$ cat config.mk
export PLATFORM = sky130hd
export DESIGN_NAME = fetch_top
export DESIGN_NICKNAME = d
export VERILOG_FILES = /design/src/hdl/fetch_pkg.sv /design/src/hdl/icache.sv /design/src/hdl/prefetch_queue.sv /design/src/hdl/fetch_top.sv
export SDC_FILE = /design/constraint.sdc
export NUM_CORES = 2
export LEC_CHECK = 0
export BUFFER_PORTS_ARGS = -buffer_cell sky130_fd_sc_hd__buf_2
export CAP_MARGIN = 5
export CORE_ASPECT_RATIO = 1.1
export CORE_MARGIN = 8
export CORE_UTILIZATION = 60
export CTS_CLUSTER_DIAMETER = 40
export DETAILED_ROUTE_END_ITERATION = 8
export GPL_TIMING_DRIVEN = 0
export PLACE_DENSITY = 0.73
export SETUP_SLACK_MARGIN = 0.1
export SYNTH_ARGS = -nofsm -noshare
export SYNTH_HDL_FRONTEND = slang
export SYNTH_SLANG_ARGS = --single-unit
$ cat constraint.sdc
create_clock -name clock -period 12.35 [get_ports clock]
set_input_delay 1.8525 -clock clock [delete_from_list [all_inputs] [get_ports clock]]
set_output_delay 1.8525 -clock clock [all_outputs]
set_load 0.01 [all_outputs]
$ cat src/hdl/fetch_pkg.sv
package fetch_pkg;

    // datapath widths
    localparam int xlen = 32;
    localparam int line_bits = 64;

    // bytes per instruction word and per cache line
    localparam int word_bytes = xlen / 8;
    localparam int line_bytes = line_bits / 8;

    // byte offset inside a line, 3 bits for 64-bit lines
    localparam int offset_bits = $clog2(line_bytes);

    // first fetch address after reset
    localparam logic [xlen-1:0] reset_pc = 32'h0000_1000;

    // memory image pattern, word at byte address a holds a ^ inst_pattern
    localparam logic [xlen-1:0] inst_pattern = 32'h5a3c_0f13;

    // icache fill sequencing
    typedef enum logic {
        idle,
        wait_fill
    } cache_state_e;

endpackage

$ cat src/hdl/icache.sv
module icache import fetch_pkg::*; #(
    parameter int cache_lines = 16
) (
    input  logic                 clock,
    input  logic                 reset,

    // lookup port from the prefetch queue
    input  logic [xlen-1:0]      fetch_addr,
    output logic                 hit,
    output logic [line_bits-1:0] line,

    // line fill port to external memory
    output logic                 mem_req,
    output logic [xlen-1:0]      mem_addr,
    input  logic                 mem_valid,
    input  logic [line_bits-1:0] mem_line
);

    localparam int index_bits = $clog2(cache_lines);
    localparam int tag_bits = xlen - offset_bits - index_bits;
    localparam int line_addr_bits = xlen - offset_bits;

    // per-line storage
    logic [cache_lines-1:0] line_valid;
    logic [tag_bits-1:0]    tag_mem [cache_lines];
    logic [line_bits-1:0]   data_mem [cache_lines];

    // lookup fields
    logic [index_bits-1:0] lookup_index;
    logic [tag_bits-1:0]   lookup_tag;

    // outstanding fill
    logic [line_addr_bits-1:0] fill_line_addr;
    logic [index_bits-1:0]     fill_index;
    logic [tag_bits-1:0]       fill_tag;

    cache_state_e state;
    cache_state_e state_next;
    logic         start_fill;
    logic         fill_done;

    // address split: tag | index | byte offset
    assign lookup_index = fetch_addr[offset_bits +: index_bits];
    assign lookup_tag   = fetch_addr[xlen-1 -: tag_bits];

    // combinational lookup, answered in the same cycle
    assign hit  = line_valid[lookup_index] && (tag_mem[lookup_index] == lookup_tag);
    assign line = data_mem[lookup_index];

    // the returned line goes where its own address points,
    // not where the queue is looking now
    assign fill_index = fill_line_addr[index_bits-1:0];
    assign fill_tag   = fill_line_addr[line_addr_bits-1 -: tag_bits];

    // request address is always line aligned
    assign mem_addr = {fill_line_addr, {offset_bits{1'b0}}};

    // one fill at a time
    always_comb begin
        state_next = state;
        start_fill = 1'b0;
        fill_done  = 1'b0;
        case (state)
            idle: begin
                if (!hit) begin
                    start_fill = 1'b1;
                    state_next = wait_fill;
                end
            end
            wait_fill: begin
                // latency is unknown, wait for the response strobe
                if (mem_valid) begin
                    fill_done  = 1'b1;
                    state_next = idle;
                end
            end
            default: begin
                state_next = idle;
            end
        endcase
    end

    always_ff @(posedge clock) begin
        if (reset) begin
            state   <= idle;
            mem_req <= 1'b0;
        end else begin
            state <= state_next;
            // single cycle pulse, one cycle after the miss
            mem_req <= start_fill;
        end
    end

    // capture the missing line address with the request
    always_ff @(posedge clock) begin
        if (start_fill) begin
            fill_line_addr <= fetch_addr[xlen-1:offset_bits];
        end
    end

    // valid bits
    always_ff @(posedge clock) begin
        if (reset) begin
            line_valid <= '0;
        end else if (fill_done) begin
            line_valid[fill_index] <= 1'b1;
        end
    end

    // tag and data arrays, written on the response cycle
    always_ff @(posedge clock) begin
        if (fill_done) begin
            tag_mem[fill_index]  <= fill_tag;
            data_mem[fill_index] <= mem_line;
        end
    end

endmodule

$ cat src/hdl/prefetch_queue.sv
module prefetch_queue import fetch_pkg::*; #(
    parameter int queue_depth = 8
) (
    input  logic                 clock,
    input  logic                 reset,

    // decoder side
    input  logic                 take,
    input  logic                 take_branch,
    input  logic [xlen-1:0]      branch_target,
    output logic                 valid,
    output logic [xlen-1:0]      inst,
    output logic [xlen-1:0]      pc,
    output logic [xlen-1:0]      npc,

    // icache side
    output logic [xlen-1:0]      fetch_addr,
    input  logic                 hit,
    input  logic [line_bits-1:0] line
);

    localparam int ptr_bits = (queue_depth > 1) ? $clog2(queue_depth) : 1;
    localparam int count_bits = $clog2(queue_depth + 1);

    // entry storage, instruction and its pc
    logic [xlen-1:0] inst_mem [queue_depth];
    logic [xlen-1:0] pc_mem [queue_depth];

    logic [ptr_bits-1:0]   head;
    logic [ptr_bits-1:0]   tail;
    logic [count_bits-1:0] count;
    logic [xlen-1:0]       fetch_pc;

    logic [xlen-1:0] fetch_word;
    logic            pop;
    logic            push;
    logic            room;

    // circular increment, depth need not be a power of two
    function automatic logic [ptr_bits-1:0] next_ptr(input logic [ptr_bits-1:0] ptr);
        if (ptr == ptr_bits'(queue_depth - 1)) begin
            return '0;
        end
        return ptr + 1'b1;
    endfunction

    // cache is addressed by line
    assign fetch_addr = {fetch_pc[xlen-1:offset_bits], {offset_bits{1'b0}}};

    // upper word when pc bit 2 is set
    assign fetch_word = fetch_pc[offset_bits-1] ? line[line_bits-1 -: xlen] : line[xlen-1:0];

    // a branch discards the head, so it is not counted as accepted
    assign pop = valid && take && !take_branch;

    // a slot freed by this cycle's pop may be refilled at once
    assign room = (count < count_bits'(queue_depth)) || pop;
    assign push = hit && room && !take_branch;

    // pointers, occupancy and fetch pc
    always_ff @(posedge clock) begin
        if (reset) begin
            head     <= '0;
            tail     <= '0;
            count    <= '0;
            fetch_pc <= reset_pc;
        end else if (take_branch) begin
            // flush and redirect
            head     <= '0;
            tail     <= '0;
            count    <= '0;
            fetch_pc <= branch_target;
        end else begin
            if (pop) begin
                head <= next_ptr(head);
            end
            if (push) begin
                tail     <= next_ptr(tail);
                fetch_pc <= fetch_pc + xlen'(word_bytes);
            end
            count <= count + count_bits'(push) - count_bits'(pop);
        end
    end

    // entry write, pc stored alongside so the decoder sees it
    always_ff @(posedge clock) begin
        if (push) begin
            inst_mem[tail] <= fetch_word;
            pc_mem[tail]   <= fetch_pc;
        end
    end

    // head entry to decoder
    assign valid = (count != '0);
    assign inst  = inst_mem[head];
    assign pc    = pc_mem[head];
    assign npc   = pc_mem[head] + xlen'(word_bytes);

endmodule

$ cat src/hdl/fetch_top.sv
module fetch_top import fetch_pkg::*; #(
    parameter int queue_depth = 8,
    parameter int cache_lines = 16
) (
    input  logic                 clock,
    input  logic                 reset,

    // decoder interface
    input  logic                 take,
    input  logic                 take_branch,
    input  logic [xlen-1:0]      branch_target,
    output logic                 valid,
    output logic [xlen-1:0]      inst,
    output logic [xlen-1:0]      pc,
    output logic [xlen-1:0]      npc,

    // memory line port
    output logic                 mem_req,
    output logic [xlen-1:0]      mem_addr,
    input  logic                 mem_valid,
    input  logic [line_bits-1:0] mem_line
);

    // queue to cache lookup
    logic [xlen-1:0]      fetch_addr;
    logic                 hit;
    logic [line_bits-1:0] line;

    prefetch_queue #(
        .queue_depth   (queue_depth)
    ) i_prefetch_queue (
        .clock         (clock),
        .reset         (reset),
        .take          (take),
        .take_branch   (take_branch),
        .branch_target (branch_target),
        .valid         (valid),
        .inst          (inst),
        .pc            (pc),
        .npc           (npc),
        .fetch_addr    (fetch_addr),
        .hit           (hit),
        .line          (line)
    );

    icache #(
        .cache_lines   (cache_lines)
    ) i_icache (
        .clock         (clock),
        .reset         (reset),
        .fetch_addr    (fetch_addr),
        .hit           (hit),
        .line          (line),
        .mem_req       (mem_req),
        .mem_addr      (mem_addr),
        .mem_valid     (mem_valid),
        .mem_line      (mem_line)
    );

endmodule

# [Word level (Yosys, flattened, before mapping)]
# Memory sizes are Yosys's and may differ from the RTL's. A register that Yosys moved wholly into a read port is not among the register bits.
# Cells that the tools add are included.
[totals] mem_bits_ro=0 ramBits=1936 word_cells=75 out_inout_bits=130 latchBits=0 n_memories=4 regBits=89 inputBits=101
[op_classes] multipliers=0 bitwise=2 n_mux=37 shifts=0 addsub=6 div_mod_pow=0 eq_ne=3 order_cmp=4 n_reduce_logical=11
[memory_table] name="i_icache.data_mem" depth=16 word_bits=64 rd=1 rd_ports_with_merged_regs=1 wr=1 line="icache.sv:26" source="logic [line_bits-1:0] data_mem [cache_lines];"
[memory_table] name="i_icache.tag_mem" depth=16 word_bits=25 rd=1 rd_ports_with_merged_regs=1 wr=1 line="icache.sv:25" source="logic [tag_bits-1:0] tag_mem [cache_lines];"
[memory_table] name="i_prefetch_queue.inst_mem" depth=8 word_bits=32 rd=1 rd_ports_with_merged_regs=1 wr=1 line="prefetch_queue.sv:26" source="logic [xlen-1:0] inst_mem [queue_depth];"
[memory_table] name="i_prefetch_queue.pc_mem" depth=8 word_bits=32 rd=1 rd_ports_with_merged_regs=1 wr=1 line="prefetch_queue.sv:27" source="logic [xlen-1:0] pc_mem [queue_depth];"
[ops] cell="two-way mux 32 bit" n=3
[ops] cell="adder 32 x 3 -> 32 bit, second input constant" n=2
[ops] cell="equality test 25 bit" n=1
[ops] cell="two-way mux 3 bit" n=8
[ops] cell="two-way mux 1 bit" n=19
[ops] cell="two-way mux 4 bit" n=4
[ops] cell="bitwise OR 16 bit" n=1
[ops] cell="less-than comparator 4 x 5 -> 1 bit, second input constant" n=2
[ops] cell="adder 3 x 1 -> 3 bit, second input constant" n=2
[ops] cell="equality test 3 bit, second input constant" n=2
[ops] cell="logical AND 1 bit" n=6
[ops] cell="adder 4 x 1 -> 4 bit" n=1
[ops] cell="binary-select mux 1 bit (select 4 bit)" n=1
[ops] cell="demux 1 bit (select 4 bit)" n=1
[ops] cell="greater-or-equal comparator 4 x 1 -> 1 bit, second input constant" n=1
[ops] cell="less-than comparator 4 bit, second input constant" n=1
[ops] cell="nonzero test 4 bit" n=1
[ops] cell="subtractor 4 x 1 -> 4 bit" n=1
[ops] cell="one-hot mux 1 bit (2 select lines)" n=1
[ops] cell="nonzero test 2 bit" n=1
[ops] cell="OR reduction 2 bit" n=1
[ops] cell="zero test 1 bit" n=1
[ops] cell="logical OR 1 bit" n=1
[ops] cell="NOT 1 bit" n=1

# [Logic depth before layout (Yosys ltp)]
[logic_depth] word_depth=10 mapped_depth=18 ltp_nobuf=13

# [Modules after synthesis]
# A second synthesis with hierarchy kept.
[hier_totals] hier_cells=3524 hier_area_um2=78918.2
[by_module_without_submodules] module="icache" cells_per_inst=2307 area_each_um2=55874.8 instances=1 seq_area_each_um2=43992.2
[by_module_without_submodules] module="prefetch_queue" cells_per_inst=1217 area_each_um2=23043.4 instances=1 seq_area_each_um2=16275.6

# [Worst setup path before layout]
# OpenSTA, ideal clock, no wires.
[synth_path] path_kind="input port to flip-flop" start="input port take_branch" end="memory i_prefetch_queue.inst_mem[4][0] (enable)" setup_slack_ps=2255 t_arrival_ps=9450 path_stages=7 cell_sequence="clkbuf_1 -> o21ai_0 -> nand4_1 -> nor4_4 -> and2_1 -> buf_2 -> nor4bb_1"
[synth_via] elab_chain_cells=7
[synth_lines] element="start: declaration" line="fetch_top.sv:10" source="input logic take_branch,"
[synth_lines] element="zero test 1 bit (*)" line="prefetch_queue.sv:54, prefetch_queue.sv:58"
[synth_lines] element="logical AND 1 bit" line="prefetch_queue.sv:54" source="assign pop = valid && take && !take_branch;"
[synth_lines] element="logical OR 1 bit" line="prefetch_queue.sv:57" source="assign room = (count < count_bits'(queue_depth)) || pop;"
[synth_lines] element="logical AND 1 bit" line="prefetch_queue.sv:58" source="assign push = hit && room && !take_branch;"
[synth_lines] element="logical AND 1 bit (*)" line="prefetch_queue.sv:58"
[synth_lines] element="net i_prefetch_queue.push" line="prefetch_queue.sv:36" source="logic push;"
[synth_lines] element="two-way mux 1 bit (*)" line="prefetch_queue.sv:87" source="if (push) begin"
[synth_lines] element="two-way mux 1 bit (implied by the code) (*)" line="prefetch_queue.sv:88" source="inst_mem[tail] <= fetch_word;"
[synth_lines] element="end: declaration" line="prefetch_queue.sv:26"
# The timed path passes the listed nets; every way through them passes the cells marked *.

==> summary.txt <==
initial antenna violation count -> 24
DPL Wire Length -> 129000 um
Compound-Gate Fraction of Synth Area -> 0.0127
final setup violation count -> 0
final worst slack -> 5170 ps
first-pass GRT wire length -> 289000 um
CP top delay family -> buffers and inverters
chip width -> 362 um
final worst path period share -> 0.581
P_leak -> 0.0291 uW
FF+latch count, synth -> 2032
CP Launch Type -> register
drt drc -> 0
Synth Area in Simple Gates -> 0.0249
post-synthesis mux area share -> 0.176
largest family of logic cells by synthesized area -> multiplexers
setup_tns -> 0 ps
GRT Total Usage -> 0.282
Yosys top cell area share -> 0.747
Synth area leaders -> edfxtp_1 (75%), mux4_2 (15%), dfxtp_1 (1.7%), mux2i_1 (1.3%), mux2_2 (1.3%)
WP buf/inv -> 8
worst hold slack -> 472 ps
max_slew headroom -> 0.161
Synth area leader -> edfxtp_1
register area share after synthesis -> 0.764
Syn Area/Cell -> 22.3 um^2
Netlist cell types -> 90
Slew Viols, Final -> 0
ys async rst share -> 0
commonest cells in the netlist -> edfxtp_1 (1965), mux4_2 (523), mux2i_1 (102), nor2_1 (102), clkbuf_1 (96)
slew of the pin with the lowest slew margin -> 1260 ps
CP Data Required Time -> 10500 ps
Starting Density -> 0.605
Cell Area, Synth -> 0.0790 mm^2
Synth-to-Final Area Change -> 15.8%
Reg clk slew, reported paths -> 60 ps
vias in the first global route -> 40300
largest net degree at the start of global routing -> 51
fill count -> 7593
peak supply drop -> 0.170 mV
DR pass1 iterations -> 6
PD cells -> 162 mW/mm^2
RSZ-0062 raised after global routing -> false
CTS tree -> yes
TritonCTS buffer count -> 206
CP max stage delay -> 670 ps
Reg2Reg Setup Slack -> 5760 ps
Main synth FF type -> edfxtp_1
Root Buffer -> clkbuf_16
slowest CP cell -> clkbuf_1
Die ar. -> 0.144 mm^2
core area -> 0.131 mm^2
number of port buffers -> 226
Clock Sink Count -> 2032
WL final -> 203000 um
number of flops mapped to enable cells by yosys -> 1965
row count -> 139
DP Worst Slack -> 5830 ps
Fin. Hold Viols -> 0
share of cells above drive strength 1 -> 0.324
cells after synthesis -> 3537
I/O pins -> 231
crit-path max FO -> 10
Hold Crit Class -> reg -> reg
via count -> 39900
Setup CP Type -> reg -> out
Via density -> 6.59
CTS resizes -> 0
Clock Tree Buf Depth -> 3
final worst path period need -> 7180 ps
Post-CTS Setup Repair Bufs -> 0
Synth Area in XOR/XNOR -> 0.00643
most common cell in the netlist -> edfxtp_1
CTS Hold Bufs -> 0
status -> finished clean
Ys Warns -> 0
nets@finish -> 4215
Final GP Congestion -> 0.887
Max Clock Freq -> 139 MHz
Die Span Y -> 397 um
DRT antenna net count -> 0
initial drt markers -> 5026
H-tree levels -> 4
crit-path cells -> buf_2 -> buf_1 -> clkbuf_1 -> buf_1 -> clkbuf_1 -> clkbuf_1 -> mux4_2 -> mux2_2 -> buf_4 -> buf_2
critical path capture point type -> primary output
Max Clock Skew -> 33.5 ps
Clk Latency, worst-skew pair -> 830 ps
crit-path most repeated cell -> clkbuf_1
total global routing overflow -> 0
wire per inst -> 33.6 um
Max-cap violations -> 0
Critical Path AT -> 5320 ps
Synth Area in Adders -> 0.00199
[tightest hold or removal path: cells and delay by family (launching register included)]
family / cells / cell delay [ps]
and+or+nand+nor: 2 / 120
DFF: 1 / 320
[registers in the layout, indices dropped and copies added, names as in the netlist, named ones only]
| signal | count |
|---|---|
| i_prefetch_queue.head | 3 |
| i_icache.mem_req | 1 |
| i_icache.tag_mem | 400 |
| i_prefetch_queue.count | 4 |
| i_icache.fill_line_addr | 29 |
| i_icache.state | 1 |
| i_prefetch_queue.pc_mem | 256 |
| i_prefetch_queue.inst_mem | 256 |
| i_prefetch_queue.tail | 3 |
| i_icache.data_mem | 1024 |
| i_icache.line_valid | 16 |
| i_prefetch_queue.fetch_pc | 32 |
[metal layers]
layer / part of all wire / global-route usage
met2: 0.49 / 0.455
met1: 0.36 / 0.371
met3: 0.10 / 0.0696
met5: 0.00045 / 0
met4: 0.045 / 0.117
[cells in the final DEF (no fill, tap or decap), types with 11 or more instances in the layout]
| master | count |
|---|---|
| a211oi_1 | 25 |
| a21oi_1 | 13 |
| a22oi_1 | 15 |
| and2_1 | 12 |
| and3_1 | 15 |
| and4_1 | 11 |
| buf_1 | 36 |
| buf_12 | 46 |
| buf_16 | 20 |
| buf_2 | 246 |
| buf_4 | 21 |
| buf_6 | 64 |
| bufinv_16 | 20 |
| clkbuf_1 | 132 |
| clkbuf_16 | 209 |
| clkinv_1 | 33 |
| clkinv_2 | 36 |
| clkinvlp_4 | 15 |
| dfxtp_1 | 67 |
| diode_2 | 15 |
| edfxtp_1 | 1965 |
| ha_1 | 11 |
| inv_1 | 42 |
| inv_6 | 15 |
| mux2_2 | 89 |
| mux2i_1 | 102 |
| mux4_2 | 523 |
| nand2_1 | 60 |
| nand3_1 | 22 |
| nand4_1 | 14 |
| nor2_1 | 89 |
| nor2_4 | 13 |
| nor2b_1 | 13 |
| nor3_1 | 19 |
| or3_1 | 11 |
| xnor2_1 | 40 |
| xor2_1 | 18 |
[kinds of logic (layout without fill, tap and decap cells)]
group                      after synthesis  after routing
other                                    1             18
adders and majority gates               12             12
AOI/OAI and AO/OA                      133            133
muxes                                  721            721
and+or+nand+nor                        352            352
xor gates and xnor gates                58             58
DFF                                   2032           2032
buffers and inverters                  228            966
[worst paths after layout]
check | startpoint | endpoint | cells past startpoint
max reg2reg | register | i_prefetch_queue.inst_mem[4][19] | 16
max | register | pc[1] | 10
min reg2reg | i_icache.line_valid[7] | i_icache.line_valid[7] | 2
min | i_icache.line_valid[7] | i_icache.line_valid[7] | 2
[report_power, final]
group          internal (uW)  switching (uW)
registers               7680            89.8
clock network           3550            2670
logic                    339             529
total                  11600            3290
[layout make-up]
class,count,area (um^2),share of cell area
sequential,2032,60300,0.660
multi-input combinational,1279,17800,0.194
clock buffer,245,5370,0.0586
timing repair buffer,355,3290,0.0360
tap,1762,2200,0.0241
clock inverter,138,1410,0.0154
buffer,184,932,0.0102
inverter,44,165,0.00180
antenna,15,37.5,0.000410
[stage by stage]
step	power, uW	utilization	cells	instance area, um^2
4_1_cts	14900	0.700	6037	91400
3_3_place_gp	8740	0.631	5527	82400
5_1_grt	15200	0.700	6040	91500
3_5_place_dp	8760	0.648	5654	84700
2_1_floorplan	8380	-	3539	79000
6_report	14900	0.701	6054	91500
Power figures use the tool's default switching activity.
